===== config.mk =====
export PLATFORM = sky130hd
export DESIGN_NAME = rename_stage
export DESIGN_NICKNAME = d
export VERILOG_FILES = /design/src/hdl/ooo_core_pkg.sv /design/src/hdl/rename_stage.sv
export VERILOG_INCLUDE_DIRS = /design/src /design/src/hdl
export SDC_FILE = /design/constraint.sdc
export NUM_CORES = 1
export LEC_CHECK = 0
export ABC_AREA = 0
export BUFFER_PORTS_ARGS = -buffer_cell sky130_fd_sc_hd__buf_4
export CAP_MARGIN = 10
export CORE_MARGIN = 3
export CORE_UTILIZATION = 30
export DETAILED_ROUTE_END_ITERATION = 6
export HOLD_SLACK_MARGIN = 0.12
export SYNTH_ARGS = -nofsm -noshare
export SYNTH_HDL_FRONTEND = slang
export SYNTH_SLANG_ARGS = --single-unit

===== constraint.sdc =====
create_clock -name clk -period 6.9 [get_ports clk]
set_input_delay 0.345 -clock clk [delete_from_list [all_inputs] [get_ports clk]]
set_output_delay 0.345 -clock clk [all_outputs]
set_load 0.02 [all_outputs]

===== src/hdl/ooo_core_consts.svh =====
`ifndef OOO_CORE_CONSTS_SVH
`define OOO_CORE_CONSTS_SVH

// data path width
`define OOO_XLEN 32

// register spaces
`define OOO_NUM_ARCH 32
`define OOO_NUM_PHYS 64

// window sizes, both powers of two
`define OOO_RS_DEPTH 8
`define OOO_ROB_DEPTH 16

`endif


===== src/hdl/ooo_core_pkg.sv =====
`default_nettype none

`include "ooo_core_consts.svh"

package ooo_core_pkg;

    typedef logic [`OOO_XLEN-1:0] word_t;
    typedef logic [$clog2(`OOO_NUM_ARCH)-1:0] arch_reg_t;
    typedef logic [$clog2(`OOO_NUM_PHYS)-1:0] phys_tag_t;
    typedef logic [$clog2(`OOO_ROB_DEPTH)-1:0] rob_idx_t;  // also serves as the op tag

    typedef enum logic [2:0] {
        ALU_ADD,
        ALU_SUB,
        ALU_AND,
        ALU_OR,
        ALU_XOR,
        ALU_SLL,
        ALU_SRL,
        ALU_SLT   // signed compare
    } alu_op_t;

endpackage

`default_nettype wire


===== src/hdl/rename_stage.sv =====
`timescale 1ns/1ns
`default_nettype none

`include "ooo_core_consts.svh"

module rename_stage (
    input  wire logic                     clk,
    input  wire logic                     rst_n,
    input  wire logic                     alloc,
    input  wire ooo_core_pkg::arch_reg_t  rs1, rs2, rd,
    output ooo_core_pkg::phys_tag_t       src1_tag, src2_tag,
    output logic                          src1_zero, src2_zero,
    output ooo_core_pkg::phys_tag_t       dest_tag, old_tag,
    output logic                          free_empty,
    input  wire logic                     free_valid,
    input  wire ooo_core_pkg::phys_tag_t  free_tag
);

    localparam int FREE_N = `OOO_NUM_PHYS - `OOO_NUM_ARCH;
    localparam int PTR_W  = $clog2(FREE_N);

    ooo_core_pkg::phys_tag_t rat [`OOO_NUM_ARCH];
    ooo_core_pkg::phys_tag_t free_list [FREE_N];
    logic [PTR_W-1:0]        free_head;
    logic [PTR_W-1:0]        free_tail;
    logic [PTR_W:0]          free_count;

    assign src1_tag   = rat[rs1];
    assign src2_tag   = rat[rs2];
    assign src1_zero  = (rs1 == '0);
    assign src2_zero  = (rs2 == '0);
    assign dest_tag   = free_list[free_head];  // popped on alloc
    assign old_tag    = rat[rd];
    assign free_empty = (free_count == '0);

    // identity map with the upper tags free
    always_ff @(posedge clk or negedge rst_n) begin
        if (!rst_n) begin
            for (int i = 0; i < `OOO_NUM_ARCH; i++) begin
                rat[i] <= ooo_core_pkg::phys_tag_t'(i);
            end
            for (int i = 0; i < FREE_N; i++) begin
                free_list[i] <= ooo_core_pkg::phys_tag_t'(i + `OOO_NUM_ARCH);
            end
            free_head  <= '0;
            free_tail  <= '0;
            free_count <= FREE_N[PTR_W:0];
        end else begin
            if (alloc) begin
                free_head <= free_head + 1'b1;
                if (rd != '0) begin
                    rat[rd] <= dest_tag;  // x0 keeps tag 0
                end
            end
            if (free_valid) begin
                free_list[free_tail] <= free_tag;
                free_tail            <= free_tail + 1'b1;
            end
            case ({free_valid, alloc})
                2'b10:   free_count <= free_count + 1'b1;
                2'b01:   free_count <= free_count - 1'b1;
                default: free_count <= free_count;
            endcase
        end
    end

endmodule

`default_nettype wire


After elaboration in Yosys (flattened, before gate mapping)

Cells that the tools add are included.

Add/sub/neg operators: 4
Equal/unequal tests: 2
$lt $le $gt $ge: 7
Multiplexer cells: 19
Bitwise gates (word level): 5
Reduce and logical (&&, ||, !) cells: 8

Operators with widths:

| cell                  | number |
|---|---|
| $bwmux W192           | 2 |
| $bmux W6 S5           | 4 |
| $demux W6 S5          | 2 |
| $mux W6               | 10 |
| $ge A6 B6 Y1 const B  | 5 |
| $not A5 Y6            | 5 |
| $lt A6 B1 Y1 const B  | 2 |
| $pmux W6 S2           | 1 |
| $add A5 B1 Y5 const B | 2 |
| $logic_not A5 Y1      | 2 |
| $add A6 B1 Y6 const B | 1 |
| $logic_not A6 Y1      | 1 |
| $sub A6 B1 Y6 const B | 1 |
| $reduce_bool A5 Y1    | 1 |
| $eq A2 B1 Y1 const B  | 1 |
| $eq A2 B2 Y1 const B  | 1 |
| $logic_and A1 B1 Y1   | 2 |
| $reduce_and A2 Y1     | 1 |
| $reduce_bool A2 Y1    | 1 |

Register bits after elaboration: 400
Word-level logic and storage cells: 112

Depth between registers and ports, before layout

Gate-level depths: netlist of the first run.

Depth after elaboration: 6
Gate-level depth with buffers: 12
Depth with buffers taken out: 9

Worst setup path before layout of the first run

OpenSTA, ideal clock, no wires.

Path type: input port to output port
Start point: input rs1[0]
End point: output src1_tag[5]
Setup slack: 4.419 ns
Buffers on the path: 3
Cell stages on the path: 6
Arrival time: 2.136 ns
Path through: clkbuf_1 > buf_4 > buf_6 > mux4_2 > mux4_2 > mux2_2

Longest elaborated chain between the ends: 4

Ends and longest elaborated chain:

| what                                       | RTL line           | RTL |
|---|---|---|
| start: declaration                         | rename_stage.sv:10 | `input wire ooo_core_pkg::arch_reg_t rs1, rs2, rd,` |
| $not A5 Y6 (not written as such)           | rename_stage.sv:28 | `assign src1_tag = rat[rs1];` |
| $bmux W6 S5                                | rename_stage.sv:28 |  |
| $mux W6 (not written as such) (2 in a row) | rename_stage.sv:28 |  |
| end: declaration                           | rename_stage.sv:11 | `output ooo_core_pkg::phys_tag_t src1_tag, src2_tag,` |

No other way between the ends. The select of a mux whose other input is x is not followed.

Worst setup path after layout of the first run

Start point: register free_head[1]
End point: output dest_tag[1]

Longest elaborated chain between the ends: 4

Ends and longest elaborated chain:

| what                                       | RTL line           | RTL |
|---|---|---|
| start: declaration                         | rename_stage.sv:24 | `logic [PTR_W-1:0] free_head;` |
| start signal: assignment                   | rename_stage.sv:50 | `free_head <= free_head + 1'b1;` |
| $not A5 Y6 (not written as such)           | rename_stage.sv:32 | `assign dest_tag = free_list[free_head];` |
| $bmux W6 S5                                | rename_stage.sv:32 |  |
| $mux W6 (not written as such) (2 in a row) | rename_stage.sv:32 |  |
| end: declaration                           | rename_stage.sv:13 | `output ooo_core_pkg::phys_tag_t dest_tag, old_tag,` |

No other way between the ends. The select of a mux whose other input is x is not followed.

==> results of run 1 <==
[worst max-delay path by stage]
stage	start	end	slack [ns]	cells after the start
floorplan	rs1[0]	src1_tag[5]	4.42	6
detailed placement	free_head[1]	dest_tag[1]	3.18	6
CTS	free_head[1]	dest_tag[1]	2.56	6
global placement	free_head[1]	dest_tag[1]	3.17	6
global route	free_head[1]	dest_tag[1]	2.45	6
finish	free_head[1]	dest_tag[1]	2.65	6
[metal layers]
layer | share of wire | wire (µm) | GRT usage
met1 | 0.42 | 24400 | 0.204
met5 | 0 | 0 | 0
met4 | 0.029 | 1700 | 0.0453
met2 | 0.49 | 28300 | 0.256
met3 | 0.058 | 3370 | 0.0284
[worst register-to-register path, stage by stage (launching register included)]
cell,delay (ns)
dfrtp_2,0.61
buf_4,0.69
mux4_2,0.46
a2111oi_1,0.79
a22oi_2,0.22
buf_4,0.30
mux2_2,0.37
[cell usage after synthesis (2+ instances only)]
cell and instances:
a2111oi_2 3, a21oi_1 12, a221oi_1 12, a22oi_1 24
a22oi_2 5, and2_1 3, and3_1 2, and3b_1 2
buf_1 16, buf_2 27, buf_4 6, buf_6 10
clkbuf_1 62, clkbuf_2 5, dfrtp_1 207, dfstp_2 193
ha_1 8, inv_1 5, mux2_2 392, mux2i_1 52
mux4_1 2, mux4_2 190, nand2_1 27, nand3_1 13
nand3b_1 6, nand4_1 7, nor2_1 47, nor2b_1 6
nor3_1 8, nor3b_1 5, o2111ai_1 6, o21ai_0 19
o221ai_1 6, or2_2 2, or3_1 3, or3b_2 2
or4_1 4, xnor2_1 5, xor2_1 8
[stage by stage]
stage | power [mW] | util
global placement | 8.66 | 0.319
CTS | 11.5 | 0.342
global route | 12.0 | 0.342
finish | 11.4 | 0.342
detailed placement | 8.83 | 0.319
floorplan | 7.48 | -
[cell type report]
type	count	area, µm²	share of cell area
Multi-Input combinational cell	888	10900	0.444
Sequential cell	400	10300	0.418
Clock buffer	75	1460	0.0596
Tap cell	950	1190	0.0484
Timing Repair Buffer	73	573	0.0233
Clock inverter	14	161	0.00657
Inverter	5	18.8	0.000764
[cells by family (layout without fill, tap and decap cells)]
kind of cell               count (synthesis)  in the layout  synth area share
muxes                                    636            636             0.426
and+or+nand+nor                          140            140            0.0320
xor gates and xnor gates                  13             13           0.00523
AOI/OAI and AO/OA                         91             91            0.0327
DFF                                      400            400             0.471
adders and majority gates                  8              8           0.00460
buffers and inverters                    131            167            0.0289
[registers in the layout (all words and copies together) (netlist names)]
signal	cells
free_count	6
free_head	5
free_list	192
free_tail	5
rat	192
[power groups by stage]
| stage | Sequential, mW | Clock, mW | Combinational, mW |
|---|---|---|---|
| after floorplan | 4.24 | 0 | 3.24 |
| after global placement | 4.54 | 0 | 4.13 |
| after detailed placement | 4.62 | 0 | 4.20 |
| after CTS | 4.59 | 2.66 | 4.22 |
| after global routing | 4.76 | 2.77 | 4.46 |
| final | 4.61 | 2.59 | 4.18 |
==> reports/summary.txt, run 1 <==
Die width -> 275 µm
CTS Buf Count -> 48
Number of synthesized flops with an enable pin -> 0
CP max FO -> 42
Final ANT Viol Nets -> 0
Setup-failing EPs final -> 0
Syn avg cell area -> 15.3 µm²
Residual DRC -> 0
Pwr dens -> 463 nW/µm²
Crit path time final -> 4.25 ns
Post-Layout Cell Count -> 2405
CP Capture Type -> primary output
Final hold vios -> 0
CP Data Arrival Time -> 3.90 ns
Top FF cell, synth -> dfrtp_1
Final period util -> 0.615
Worst VDD drop -> 0.220 mV
Fmax -> 235 MHz
Critical path's top delay family -> buffers and inverters
Vias in the first global route -> 13.7k
Total GRT Usage -> 0.154
Setup_tns -> 0 ns
Crit Path Category -> flop to primary output
Most frequent cells in the layout -> 392 x mux2_2, 205 x dfrtp_1, 193 x dfstp_2
Seq pwr share -> 0.405
Worst hold-check path type -> input port to flop
Via count -> 13.2k
Clock Latency Late Sink -> 0.60 ns
Half-perimeter wire length after placement -> 37.5 mm
PostCTS Resize Cnt -> 0
Post-Syn Nets -> 1452
Fill count -> 6894
Internal power -> 7.49 mW
Top cell type's share of synthesized area -> 0.238
Logic pwr share -> 0.367
Worst endpoint required time -> 6.55 ns
Setup Skew -> 0.0305 ns
Commonest non-fill, non-tap cell in the layout -> mux2_2
Net Switching -> 3.89 mW
Mapped Area -> 21800 µm²
Worst slew pin tran -> 1.16 ns
Worst-path cell with the longest stage delay -> a2111oi_1
Unrepaired setup endpoints after global routing -> no
Effective utilization at floorplan -> 0.303
Hold path startpoint -> free_tag[4]
Fraction of power spent switching nets -> 0.342
Clock network fraction of total power -> 0.228
IO buf count -> 51
Cells after synthesis -> 1419
Placed inst area -> 22900 µm²
Max_cap viols -> 0
Post-cts hold buffer count -> 3
Number of vias per cell -> 5.48
Leakage power total -> 9.85 nW
Row count -> 98
Pre-CTS setup slack -> 3.18 ns
Syn-to-layout area delta -> 12.8%
Slew Viols, Final -> 0
Setup crit start kind -> flop
Synth warnings -> 0
Final Wtd Congestion -> 0.847
CTS sink count -> 400
First-pass GRT wire length -> 89.0 mm
Crit Reg-Reg Endpoint -> rat[157]
Setup bufs post-CTS -> 0
CP Buf/Inv Count -> 3
# H-tree levels -> 2
Synthesis-stage register bit count -> 400
Die Y-Extent -> 275 µm
Detailed Routing Iterations Pass 1 -> 5
Post-synth top area cell -> dfrtp_1
Total die area -> 75800 µm²
Clk pin slew, worst setup/hold paths -> 0.06 ns
Max incr delay on CP -> 0.79 ns
Avg WL per Cell -> 24.0 µm
1st-iter DRT viols -> 1009
Largest net degree at the start of global routing -> 193
Gr ovfl total -> 0
Design area -> 24600 µm²
R2R depth -> 6
Cell repeated most along the worst path -> buf_4
CTS Buffer Depth -> 3
Inserted Diodes -> 0
Hold Slack -> 0.280 ns
WHS Endpoint -> free_list[46]
Final WL -> 57.8 mm
Reg2reg start -> free_head[1]
Worst hold stages -> 2
CTS root buffer -> clkbuf_16
Nets -> 1449
Worst Setup Slack, final -> 2.65 ns
Placed insts -> 2312
Core region area -> 71700 µm²
CP Cell Sequence -> buf_4, mux4_2, a2111oi_1, a22oi_2, buf_4, buf_4
CTS tree -> built
Initial antenna violation count -> 0
Yosys cell types -> 46
Layout cells sized above 1 -> 0.645
Worst rel slew slack -> 0.223
# IOs -> 52
Status -> completed
Reg-to-reg setup timing slack -> 3.36 ns
Ys async rst share -> 1.00
Dominant cells by area after synthesis -> dfrtp_1 24%, dfstp_2 23%, mux2_2 20%, mux4_2 20%, mux2i_1 2.4%
Register area share after synthesis -> 0.471
Power figures use the tool's default switching activity.
==> run 2, diff against run 1 <==
clock period = 3.8 ns   (was 6.9 ns; I/O delays follow)
==> run 2 against run 1 <==
Net effect:
- die area stayed put
- worst setup slack worse by 2.4 ns
- clock power is 69% higher
- hold slack worse by 0.15 ns
- count of clock-buffer cells in the layout is 5 lower
- cell count is 0.87% higher
- wire length is 0.62% lower
- via count hardly changed
- sequential power is 80% higher
- total power is 80% higher
- critical path type unchanged
- critical endpoint is now dest_tag[5]
==> reports/summary.txt, run 2 (synthesis results as in run 1) <==
Status -> completed
CP Cell Sequence -> buf_4, mux2i_1, a221oi_1, o21ai_0, a22oi_2, buf_4, buf_4
Setup_tns -> 0 ns
Multi-input gate area -> 10900 µm²
Unrepaired setup endpoints after global routing -> no
Largest net degree at the start of global routing -> 114
Crit Path Category -> flop to primary output
Die width -> 275 µm
Inserted Diodes -> 0
Final ANT Viol Nets -> 0
Core region area -> 71700 µm²
Reg2reg start -> free_head[0]
Final hold vios -> 0
Avg WL per Cell -> 23.7 µm
Total die area -> 75800 µm²
Die Y-Extent -> 275 µm
Critical path's top delay family -> buffers and inverters
Effective utilization at floorplan -> 0.303
CP Capture Type -> primary output
Leakage power total -> 9.89 nW
Crit Reg-Reg Endpoint -> rat[78]
Final Wtd Congestion -> 0.865
Commonest non-fill, non-tap cell in the layout -> mux2_2
Worst VDD drop -> 0.397 mV
Hold path startpoint -> free_tag[5]
R2R depth -> 7
# IOs -> 52
Total GRT Usage -> 0.153
Worst endpoint required time -> 3.61 ns
Cell repeated most along the worst path -> buf_4
Vias in the first global route -> 14.0k
Clk pin slew, worst setup/hold paths -> 0.06 ns
Worst rel slew slack -> 0.328
Detailed Routing Iterations Pass 1 -> 5
# H-tree levels -> 2
Pwr dens -> 829 nW/µm²
Register area -> 10300 µm²
Half-perimeter wire length after placement -> 38.0 mm
Syn-to-layout area delta -> 13.2%
Design area -> 24600 µm²
Row count -> 98
Worst-path cell with the longest stage delay -> dfrtp_2
CTS Buffer Depth -> 3
Reg-to-reg setup timing slack -> 0.76 ns
CTS sink count -> 400
Via count -> 13.2k
1st-iter DRT viols -> 1110
Final period util -> 0.944
CTS Buf Count -> 45
CP Data Arrival Time -> 3.40 ns
CP Buf/Inv Count -> 3
Layout cells sized above 1 -> 0.642
Crit path time final -> 3.59 ns
Placed inst area -> 23100 µm²
Most frequent cells in the layout -> 392 x mux2_2, 205 x dfrtp_1, 193 x dfstp_2
Residual DRC -> 0
Post-Layout Cell Count -> 2426
Hold Slack -> 0.135 ns
IO buf count -> 51
Setup-failing EPs final -> 0
Setup crit start kind -> flop
Top Registers -> free_list: 192 flops, rat: 192 flops, free_count: 6 flops
First-pass GRT wire length -> 89.2 mm
WHS Endpoint -> free_list[191]
Initial antenna violation count -> 0
Final WL -> 57.4 mm
Fill count -> 6833
Fmax -> 279 MHz
Placed insts -> 2337
Worst hold stages -> 2
Setup Skew -> 0.0339 ns
PostCTS Resize Cnt -> 0
Max_cap viols -> 0
Nets -> 1473
Number of vias per cell -> 5.43
CTS root buffer -> clkbuf_16
CTS tree -> built
Max incr delay on CP -> 0.61 ns
Worst slew pin tran -> 1.00 ns
Gr ovfl total -> 0
Worst hold-check path type -> input port to flop
Slew Viols, Final -> 0
CP max FO -> 32
Clock Latency Late Sink -> 0.59 ns
==> run 2: cell count changes in the layout (fill, tap and decap cells not counted), moves of 2 or more <==
cell,change
clkbuf_8,-9
buf_4,+24
clkbuf_1,+8
inv_16,-2
buf_12,+2
dlygate4sd3_1,+3
clkbuf_16,-4
bufinv_16,+2
inv_6,-3
==> run 2: power breakdown <==
part,switching [mW],internal (mW)
logic,3.65,4.09
clock network,1.79,2.58
registers,1.54,6.78
==> run 2: stage by stage <==
stage / setup WS, ns / power, mW / utilization
after global placement: 0.801 / 15.8 / 0.322
final: 0.212 / 20.4 / 0.344
after floorplan: 1.54 / 13.6 / -
after global routing: 0.0958 / 21.5 / 0.344
after CTS: 0.235 / 20.6 / 0.344
after detailed placement: 0.757 / 16.1 / 0.322
==> run 2: cell type report <==
cell class | count | area share
multi-input combinational | 888 | 0.442
sequential | 400 | 0.416
clock buffer | 70 | 0.0515
clock inverter | 13 | 0.00828
inverter | 5 | 0.000762
timing repair buffer | 100 | 0.0329
tap | 950 | 0.0482
==> run 2: worst max path at each step <==
stage / startpoint / end / slack [ns] / cells after the start
after global placement: free_head[0] / rat[78] / 0.80 / 7
after detailed placement: free_head[0] / rat[66] / 0.76 / 7
after CTS: free_head[0] / dest_tag[3] / 0.24 / 8
after floorplan: free_head[0] / rat[115] / 1.54 / 9
final: free_head[1] / dest_tag[5] / 0.21 / 7
after global routing: free_head[1] / dest_tag[5] / 0.1 / 7
==> run 2: layer usage <==
layer / up-vias / global-route usage / share of wire
li1: 5575 / - / -
met1: 7103 / 0.206 / 0.43
met2: 367 / 0.253 / 0.49
met3: 129 / 0.0240 / 0.049
met4: 0 / 0.0510 / 0.033
met5: - / 0 / 0
==> run 2: worst reg2reg max path: stages, from the launching register on <==
cell and delay (ns):
dfrtp_2 0.68, buf_4 0.46, mux4_1 0.64, a21oi_1 0.31, a22oi_2 0.08, buf_4 0.23, buf_4 0.24, mux2_2 0.29
==> run 2: what timing repair did <==
action | CTS | global route
hold endpoints to repair | 86 | 0
setup endpoints to repair | 0 | 0
hold buffers | 6 | 0
setup buffers | 0 | 0
