<file path="src/hdl/ooo_core_consts.svh">
`ifndef OOO_CORE_CONSTS_SVH
`define OOO_CORE_CONSTS_SVH

// data path width
`define OOO_XLEN 32

// register spaces
`define OOO_NUM_ARCH 32
`define OOO_NUM_PHYS 64

// window sizes, both powers of two
`define OOO_RS_DEPTH 8
`define OOO_ROB_DEPTH 16

`endif

</file>
<file path="src/hdl/ooo_core_pkg.sv">
`default_nettype none

`include "ooo_core_consts.svh"

package ooo_core_pkg;

    typedef logic [`OOO_XLEN-1:0] word_t;
    typedef logic [$clog2(`OOO_NUM_ARCH)-1:0] arch_reg_t;
    typedef logic [$clog2(`OOO_NUM_PHYS)-1:0] phys_tag_t;
    typedef logic [$clog2(`OOO_ROB_DEPTH)-1:0] rob_idx_t;  // also serves as the op tag

    typedef enum logic [2:0] {
        ALU_ADD,
        ALU_SUB,
        ALU_AND,
        ALU_OR,
        ALU_XOR,
        ALU_SLL,
        ALU_SRL,
        ALU_SLT   // signed compare
    } alu_op_t;

endpackage

`default_nettype wire

</file>
<file path="src/hdl/int_alu.sv">
`timescale 1ns/1ns
`default_nettype none

module int_alu (
    input  wire logic                     clk,
    input  wire logic                     rst_n,
    input  wire logic                     issue_valid,
    input  wire ooo_core_pkg::alu_op_t    issue_op,
    input  wire ooo_core_pkg::word_t      issue_a, issue_b,
    input  wire ooo_core_pkg::phys_tag_t  issue_tag,
    input  wire ooo_core_pkg::rob_idx_t   issue_rob_idx,
    output logic                          cdb_valid,
    output ooo_core_pkg::phys_tag_t       cdb_tag,
    output ooo_core_pkg::rob_idx_t        cdb_rob_idx,
    output ooo_core_pkg::word_t           cdb_value
);

    ooo_core_pkg::word_t result;

    always_comb begin
        case (issue_op)
            ooo_core_pkg::ALU_ADD: result = issue_a + issue_b;
            ooo_core_pkg::ALU_SUB: result = issue_a - issue_b;
            ooo_core_pkg::ALU_AND: result = issue_a & issue_b;
            ooo_core_pkg::ALU_OR:  result = issue_a | issue_b;
            ooo_core_pkg::ALU_XOR: result = issue_a ^ issue_b;
            ooo_core_pkg::ALU_SLL: result = issue_a << issue_b[4:0];
            ooo_core_pkg::ALU_SRL: result = issue_a >> issue_b[4:0];  // logical
            ooo_core_pkg::ALU_SLT: begin
                result = ooo_core_pkg::word_t'($signed(issue_a) < $signed(issue_b));
            end
            default: result = '0;
        endcase
    end

    always_ff @(posedge clk or negedge rst_n) begin
        if (!rst_n) begin
            cdb_valid <= 1'b0;
        end else begin
            cdb_valid <= issue_valid;
        end
    end

    always_ff @(posedge clk) begin
        if (issue_valid) begin
            cdb_tag     <= issue_tag;
            cdb_rob_idx <= issue_rob_idx;
            cdb_value   <= result;
        end
    end

endmodule

`default_nettype wire

</file>
<file path="config.mk">
export PLATFORM = sky130hd
export DESIGN_NAME = int_alu
export DESIGN_NICKNAME = d
export VERILOG_FILES = /design/src/hdl/ooo_core_pkg.sv /design/src/hdl/int_alu.sv
export VERILOG_INCLUDE_DIRS = /design/src /design/src/hdl
export SDC_FILE = /design/constraint.sdc
export NUM_CORES = 1
export LEC_CHECK = 0
export BUFFER_PORTS_ARGS = -buffer_cell sky130_fd_sc_hd__buf_2
export CAP_MARGIN = 20
export CORE_UTILIZATION = 53
export CTS_CLUSTER_SIZE = 30
export DETAILED_ROUTE_END_ITERATION = 16
export HOLD_SLACK_MARGIN = 0.08
export PLACE_DENSITY = 0.73
export SETUP_SLACK_MARGIN = 0.15
export SYNTH_ARGS = -nofsm -noshare
export SYNTH_HDL_FRONTEND = slang
export SYNTH_SLANG_ARGS = --single-unit
</file>
<file path="constraint.sdc">
create_clock -name clk -period 0.8 [get_ports clk]
set_input_delay 0.08 -clock clk [delete_from_list [all_inputs] [get_ports clk]]
set_output_delay 0.08 -clock clk [all_outputs]
set_load 0.005 [all_outputs]
</file>
==> metrics, run 1 <==
outcome aborted with a tool error; Stopped at global routing; Halt Reason [ERROR GRT-0232] Routing congestion too high. Check the congestion heatmap in the GUI.; Root Buffer clkbuf_16; Worst End Pin Type register data pin; CTS Sinks 43; largest net degree at the start of global routing 62; post-synthesis instance area 9840 um^2; number of synthesized flops with an enable pin 42; register bit count reported by yosys between 40 and 50; Synthesis Warnings 0; PortBufs 122; post-synthesis cell type count 88; grt repair worst endpoint cdb_value[18]$_DFFE_PP_/D; Syn Inst Count 1252; CTS Buf Count 5; die span in y 138 um; syn avg cell area 7.86 um^2; Synth Flop Type edfxtp_1; syn nets about 1400; DIE WIDTH 138 um; Starting Density 0.544; Tot GR Track Use 0.868; number of cell rows 49; sequential area share after synthesis 0.131; H-tree Lvls 2; gpl congestion 1.13; # IOs around 120; dpl hpwl around 39000 um; total gr overflow 282; ys async rst share 0.0233; Max clock buf depth 2
[routing by layer]
layer / track usage / overflow
met5: 0.268 / 1
met4: 0.938 / 114
met3: 0.717 / 4
met2: 1.01 / 154
met1: 0.876 / 9
[per-stage QoR]
stage	area [um^2]	cells	setup slack, ns	hold slack, ns	setup TNS (ns)
2_1_floorplan	10200	1252	-2.10	-0.216	-48.47
4_1_cts	16100	2032	-1.62	-0.0431	-48.39
3_3_place_gp	14000	1967	-2.11	-0.145	-60.74
3_5_place_dp	14000	1967	-2.17	-0.140	-62.29
[repair_timing]
action	in CTS
resized for setup	324
endpoints found under the hold margin	11
buffers inserted	54
endpoints found under the setup margin	75
pin swaps	95
gates cloned	2
hold buffers	1
[cells in the mapped netlist, drive strengths merged (20+ instances only)]
library cell | count | share of area
a211oi | 20 | 0.016
a21o | 21 | 0.016
a21oi | 93 | 0.047
a22oi | 31 | 0.024
buf | 37 | 0.022
clkbuf | 59 | 0.023
edfxtp | 42 | 0.13
ha | 97 | 0.12
inv | 101 | 0.039
mux2i | 43 | 0.045
mux4 | 45 | 0.10
nand2 | 81 | 0.031
nand3 | 21 | 0.011
nor2 | 127 | 0.048
nor3 | 34 | 0.017
o211ai | 23 | 0.018
o21ai | 83 | 0.043
o22ai | 31 | 0.020
[kinds of logic after synthesis]
logic type	count (synthesis)	share of synthesized area
compound gates	438	0.307
xor+xnor	19	0.0169
fa+ha+maj	99	0.127
buf+inv	198	0.0830
flops	43	0.131
mux	106	0.171
simple gates	349	0.164
==> inputs of run 2 (changes only) <==
--- a/config.mk
+++ b/config.mk
@@ -8,12 +8,9 @@
 export LEC_CHECK = 0
 export BUFFER_PORTS_ARGS = -buffer_cell sky130_fd_sc_hd__buf_2
 export CAP_MARGIN = 20
-export CORE_UTILIZATION = 53
-export CTS_CLUSTER_SIZE = 30
+export CORE_UTILIZATION = 38
 export DETAILED_ROUTE_END_ITERATION = 16
-export HOLD_SLACK_MARGIN = 0.08
-export PLACE_DENSITY = 0.73
-export SETUP_SLACK_MARGIN = 0.15
+export PLACE_DENSITY_LB_ADDON = 0.15
 export SYNTH_ARGS = -nofsm -noshare
 export SYNTH_HDL_FRONTEND = slang
 export SYNTH_SLANG_ARGS = --single-unit
==> constraint.sdc (replaced) <==
create_clock -name clk -period 1 [get_ports clk]
set_input_delay 0.1 -clock clk [delete_from_list [all_inputs] [get_ports clk]]
set_output_delay 0.1 -clock clk [all_outputs]
set_load 0.005 [all_outputs]
==> run 2 against run 1 <==
The flow now finishes, with violations (negative setup slack). Synthesized area stayed put. Synthesized cell count stayed put.
==> metrics, run 2 <==
Final Power 14600 uW; Rel. slew slack 0.547; fraction of layout cells with a size suffix above 1 0.539; Area contributors post-synth edfxtp_1 13%, ha_1 12%, mux4_2 9.2%; syn avg cell area 7.86 um^2 (unchanged); maximum clock rate 399 MHz; combinational group share of total power 0.700; die span in y 163 um (+18%); Worst Setup Path Type input pin to flop; largest net degree at the start of global routing 45; area of the die between 20000 and 30000 um^2; # setup viols final 35; WHS a little under 0.09 ns; H-tree Lvls 2 (unchanged); DRT antenna net count 0; register bit count reported by yosys 43 (unchanged); Power Density 858 nW/um^2; DRT Pass-1 Iters 6; initial antenna violation count 0; post-synthesis cell type count 88 (unchanged); number of cell rows 58 (+18%); Int Power roughly 8400 uW; largest family of logic cells by synthesized area compound AO/OA/AOI/OAI gates; DIE WIDTH 163 um (+18%); vias per cell 6.04; First DRT Iteration DRCs 1306; number of synthesized flops with an enable pin 42 (unchanged); vias 13100; outcome complete, but fails checks; unrepaired setup endpoints after global routing yes; CP endpoint kind flop; dpl hpwl 41600 um (+7.8%); vias in the first global route about 13000; largest registers cdb_value x32, cdb_tag x6, cdb_rob_idx x4; number of flip-flops in the largest register 32; failing checks negative setup slack; DRT Wirelength 53400 um; Fillers between 2000 and 2500; Antenna Cells 0; Worst EP arrival 2.56 ns; # IOs 123 (unchanged); mux contribution to synthesized area 0.171 (unchanged); cell mode on critical path buf_4; HP Class input pin to asynchronous set/reset pin; Root Buffer clkbuf_16; family with the most delay on the worst path multiplexers; sw power ~6200 uW; gpl congestion 1.03 (-8.3%); slowest cell on the critical path mux4_2; Synth Flop Type edfxtp_1; Max Cap Violations 0; total gr overflow 0; Clock power frac 0.141; slowest stage delay, CP 0.56 ns; crit path time final 2.51 ns; Max Slew Vio Count 0; worst endpoint required time ~1.1 ns; Tot GR Track Use 0.394; Slew @ Worst Pin 0.674 ns; sw frac 0.425; Synthesis Warnings 0 (unchanged); sequential area share after synthesis 0.131 (unchanged); DRC viols 0; CTS Sinks 43 (unchanged); Clock Pin Slew Worst Setup and Hold Paths 0.08 ns; clock tree from TritonCTS done; Hold Vio Cnt, Final 0; Setup WS pre-CTS -2.03 ns (+0.144 ns); share of the synthesized area in the top cell type 0.128 (unchanged); Max clock buf depth 2 (unchanged); Buf/Inv on CP 3; Syn-to-layout area delta 72.7%; post-layout worst setup margin -1.51 ns; PortBufs 122 (unchanged); Seq pwr share 0.159; CP Max Fanout 7; first-pass GRT wire length 77600 um; syn nets 1431 (unchanged); Final nets around 2000; final period utilization 2.51; CP cell instances buf_4 -> buf_4 -> buf_4 -> mux4_2 -> mux2_2 -> mux2i_4 -> o21ai_4 -> a2111o_1 -> a31o_1 -> mux2i_1 -> o21ai_1; Starting Density 0.389 (-0.156); most common cell after layout, fill and taps aside buf_4; Compound-Gate Fraction of Synth Area 0.307 (unchanged); Adder-Cell Fraction of Synth Area 0.127 (unchanged); ys async rst share 0.0233 (unchanged); Placeable Area approximately 25000 um^2; routed len/inst 24.6 um; post-synth top area cell edfxtp_1; post-synthesis instance area 9840 um^2 (unchanged); XOR/XNOR Fraction of Synth Area 0.0169 (unchanged); Syn Inst Count 1252 (unchanged); Top reg by flops cdb_value; commonest cells after routing, fill and taps aside 485 x buf_4, 110 x nor2_1, 103 x buf_2; P_leak approximately 0.0076 uW; Post-synth top cells 127 x nor2_1, 99 x inv_1, 97 x ha_1, 93 x a21oi_1, 81 x nand2_1; peak supply drop 849 uV; crit start category input pin; most frequent cell after synthesis nor2_1; Simple-Gate Fraction of Synth Area 0.164 (unchanged); CTS Buf Count 5 (unchanged)
## run 2: cell counts after synthesis
No cell type changed its count.
## run 2: layer usage
| metal | track usage | wire [um] |
|---|---|---|
| met4 | 0.187 | 3100 |
| met1 | 0.512 | 21400 |
| met2 | 0.650 | 24600 |
| met3 | 0.0451 | 4340 |
| met5 | 0 | 0 |
## run 2: through the flow
| stage | setup TNS (ns) | cells | area, um^2 | utilization |
|---|---|---|---|---|
| after global routing | -43.07 | 2168 | 17000 | 0.671 |
| after floorplan | -42.71 | 1252 | 10200 | - |
| final | -41.43 | 2168 | 17000 | 0.671 |
| after CTS | -39.68 | 2151 | 16300 | 0.643 |
| after detailed placement | -56.94 | 2078 | 14200 | 0.562 |
| after global placement | -56.88 | 2078 | 14200 | 0.562 |
## run 2: worst max-delay path by stage
| stage | start | to | cells past startpoint |
|---|---|---|---|
| 2_1_floorplan | issue_b[2] | cdb_value[26]$_DFFE_PP_ | 14 |
| 3_3_place_gp | issue_a[0] | cdb_value[26]$_DFFE_PP_ | 13 |
| 3_5_place_dp | issue_a[0] | cdb_value[28]$_DFFE_PP_ | 14 |
| 4_1_cts | issue_b[0] | cdb_value[28]$_DFFE_PP_ | 14 |
| 5_1_grt | issue_b[0] | cdb_value[28]$_DFFE_PP_ | 12 |
| 6_report | issue_a[12] | cdb_value[28]$_DFFE_PP_ | 11 |
## run 2: cell families (layout without fill, tap and decap cells)
group           Yosys count  count (layout)
simple gates            349             349
compound gates          438             438
buf+inv                 198             784
flops                    43              43
mux                     106             106
fa+ha+maj                99              99
xor+xnor                 19              19
## run 2: power by group through the flow
stage | Sequential (uW) | Combinational [uW] | Clock [uW]
after floorplan | 2380 | 3910 | 0
after global placement | 2360 | 8100 | 0
after detailed placement | 2370 | 8110 | 0
after CTS | 2330 | 9390 | 2060
after global routing | 2350 | 10700 | 2100
final | 2330 | 10200 | 2060
## run 2: layout make-up
cell class / count / area [um^2] / area share
sequential: 43 / 1290 / 0.0757
clock buffer: 5 / 125 / 0.00736
multi-input combinational: 1011 / 9380 / 0.552
timing repair buffer: 674 / 5320 / 0.313
tap: 330 / 413 / 0.0243
clock inverter: 3 / 46.3 / 0.00272
inverter: 102 / 430 / 0.0253
## run 2: repair_timing
item,4_1_cts,5_1_grt
pin swaps,88,81
setup endpoints to repair,34,36
resized for setup,305,126
endpoints found under the hold margin,11,0
hold buffers,11,0
buffers inserted,57,29
gates cloned,3,0
Note: power is estimated with default switching activity, not from simulation.
==> inputs of run 3 (changes only) <==
==> constraint.sdc (replaced) <==
create_clock -name clk -period 2.4 [get_ports clk]
set_input_delay 0.24 -clock clk [delete_from_list [all_inputs] [get_ports clk]]
set_output_delay 0.24 -clock clk [all_outputs]
set_load 0.005 [all_outputs]
==> run 3 against run 2 <==
Sequential power is 59% lower. Total power is 61% lower. Via count is 3.6% lower. Highest routed layer is now met5. Wire length is 4.4% lower. Clock-buffer cell count stayed put. Sequential cell count stayed put. Largest power group unchanged. Cell area is 7.5% lower. The run still ends with negative setup slack left. Clock power is 59% lower. Setup slack better by 1.2 ns. Critical path type unchanged. First-iteration DRC count is 4.3% lower. Critical endpoint is now cdb_value[18]$_DFFE_PP_. Die area stayed put.
==> metrics, run 3 (synthesis gave the netlist of run 2 again) <==
outcome complete, but fails checks; failing checks negative setup slack; Max clock buf depth 2 (unchanged); first-pass GRT wire length 75400 um (-2.8%); CP Max Fanout 3 (-4); most common cell after layout, fill and taps aside buf_4; total gr overflow 0 (unchanged); Antenna Cells 0 (unchanged); largest net degree at the start of global routing 62 (+38%); worst endpoint required time 2.45 ns (+1.39 ns); DRC viols 0 (unchanged); crit path time final 2.69 ns; Hold Vio Cnt, Final 0 (unchanged); design area 15700 um^2 (-7.5%); DRT antenna net count 0 (unchanged); H-tree Lvls 2 (unchanged); Max Cap Violations 0 (unchanged); DIE WIDTH 163 um (unchanged); Max Slew Vio Count 0 (unchanged); crit start category input pin; # setup viols final 22 (-37%); Syn-to-layout area delta 59.9%; Tot GR Track Use 0.383 (-0.0116); First DRT Iteration DRCs 1250 (-4.3%); hold path endpoint cdb_rob_idx[1]$_DFFE_PP_; number of flip-flops in the largest register 32 (unchanged); DRT Wirelength 51000 um (-4.4%); P_leak 0.00705 uW (-6.9%); Placeable Area 25300 um^2 (unchanged); HP Class input pin to flop; Worst Setup Path Type input pin to flop; met3 usage 0.0545 (+0.00942); CP endpoint kind flop; final period utilization 1.12; routed len/inst 24.5 um (-0.48%); gpl congestion 1.07 (+3.2%); Power Density 363 nW/um^2 (-58%); number of cell rows 58 (unchanged); unrepaired setup endpoints after global routing yes; peak supply drop 408 uV (-52%); placed inst area 13900 um^2 (-2.6%); met2 Use GR 0.625 (-0.0244); GRT Max-Usage Layer met2; vias in the first global route 12200 (-2.5%); WHS 0.108 ns (+0.0194 ns); CTS Sinks 43 (unchanged); vias 12600 (-3.6%); # IOs 123 (unchanged); DRT Pass-1 Iters 5 (-1); clock tree from TritonCTS done; Final nets 1931 (-4.2%); Slew @ Worst Pin 0.739 ns (+0.0650 ns); maximum clock rate 372 MHz; Hold Crit Depth 1; Global Route met1 Usage 0.486 (-0.0263); fraction of layout cells with a size suffix above 1 0.488 (-0.0503); dpl hpwl 40600 um (-2.5%); post-layout worst setup margin -0.291 ns (+1.22 ns); area of the die 26500 um^2 (unchanged); die span in y 163 um (unchanged); Clock Pin Slew Worst Setup and Hold Paths 0.07 ns (about the same); Root Buffer clkbuf_16; commonest cells after routing, fill and taps aside 432 x buf_4, 118 x nor2_1, 113 x buf_2; critical hold path startpoint issue_rob_idx[1]; Fillers 2217 (+5.0%); Rel. slew slack 0.507 (-0.0392); Worst EP arrival 2.74 ns (+0.18 ns); PortBufs 122 (unchanged); Top reg by flops cdb_value; initial antenna violation count 0 (unchanged); vias per cell 6.06 (+0.34%); CTS Buf Count 5 (unchanged); largest registers cdb_value x32, cdb_tag x6, cdb_rob_idx x4; Starting Density 0.389 (unchanged)
==> run 3: changes by cell type in the layout (fill, tap and decap cells not counted), sizes merged <==
cell	change
dlygate4sd3	-10
buf	-76
bufbuf	+1
==> run 3: final cells by class <==
type / instances / area [um^2] / area share
tap: 330 / 413 / 0.0262
multi-input combinational: 1011 / 8970 / 0.570
sequential: 43 / 1290 / 0.0818
timing repair buffer: 589 / 4470 / 0.284
clock buffer: 5 / 125 / 0.00795
clock inverter: 3 / 46.3 / 0.00294
inverter: 102 / 418 / 0.0266
==> run 3: per-stage QoR <==
step           setup WS (ns)  TNS [ns]  utilization  cells  power, uW
2_1_floorplan         -0.662     -4.91            -   1252       2590
3_3_place_gp          -0.821    -17.73        0.547   2035       4250
3_5_place_dp          -0.792    -18.03        0.547   2035       4270
4_1_cts               -0.300     -2.37        0.601   2073       5460
5_1_grt               -0.370     -4.50        0.621   2083       5960
6_report              -0.291     -2.88        0.621   2083       5720
==> run 3: repair_timing <==
| item | CTS | global route |
|---|---|---|
| resized for setup | 199 | 89 |
| pin swaps | 69 | 44 |
| hold endpoints to repair | 1 | 0 |
| setup endpoints to repair | 29 | 30 |
| setup buffers | 31 | 12 |
| hold buffers | 1 | 0 |
| cloned | 3 | 0 |
==> run 3: how the worst max path moves through the flow <==
stage / startpoint / endpoint / cells after the start
floorplan: issue_b[2] / cdb_value[26]$_DFFE_PP_ / 14
global placement: issue_b[0] / cdb_value[24]$_DFFE_PP_ / 11
detailed placement: issue_b[0] / cdb_value[24]$_DFFE_PP_ / 11
CTS: issue_b[0] / cdb_value[26]$_DFFE_PP_ / 13
global route: issue_a[0] / cdb_value[18]$_DFFE_PP_ / 14
finish: issue_b[7] / cdb_value[18]$_DFFE_PP_ / 13
==> run 3: layer usage <==
layer,share of wire,up-vias
met5,0.0013,-
met4,0.062,2
met3,0.082,143
met2,0.45,709
met1,0.40,6010
li1,-,5760
==> run 3: critical path: stages <==
cell       delay (ns)
buf_2            0.09
inv_2            0.05
ha_4             0.27
nor2b_1          0.06
a2111oi_2        0.36
a211oi_2         0.13
buf_4            0.17
a2111oi_4        0.49
buf_4            0.22
o31ai_2          0.06
a31oi_1          0.26
xnor2_1          0.22
o21ai_2          0.12
==> run 3: power breakdown <==
group          switching [uW]  leakage, uW  internal [uW]
registers                26.0     0.000420            940
logic                    2070      0.00655           1850
clock network             345    0.0000804            496
total                    2440      0.00705           3280
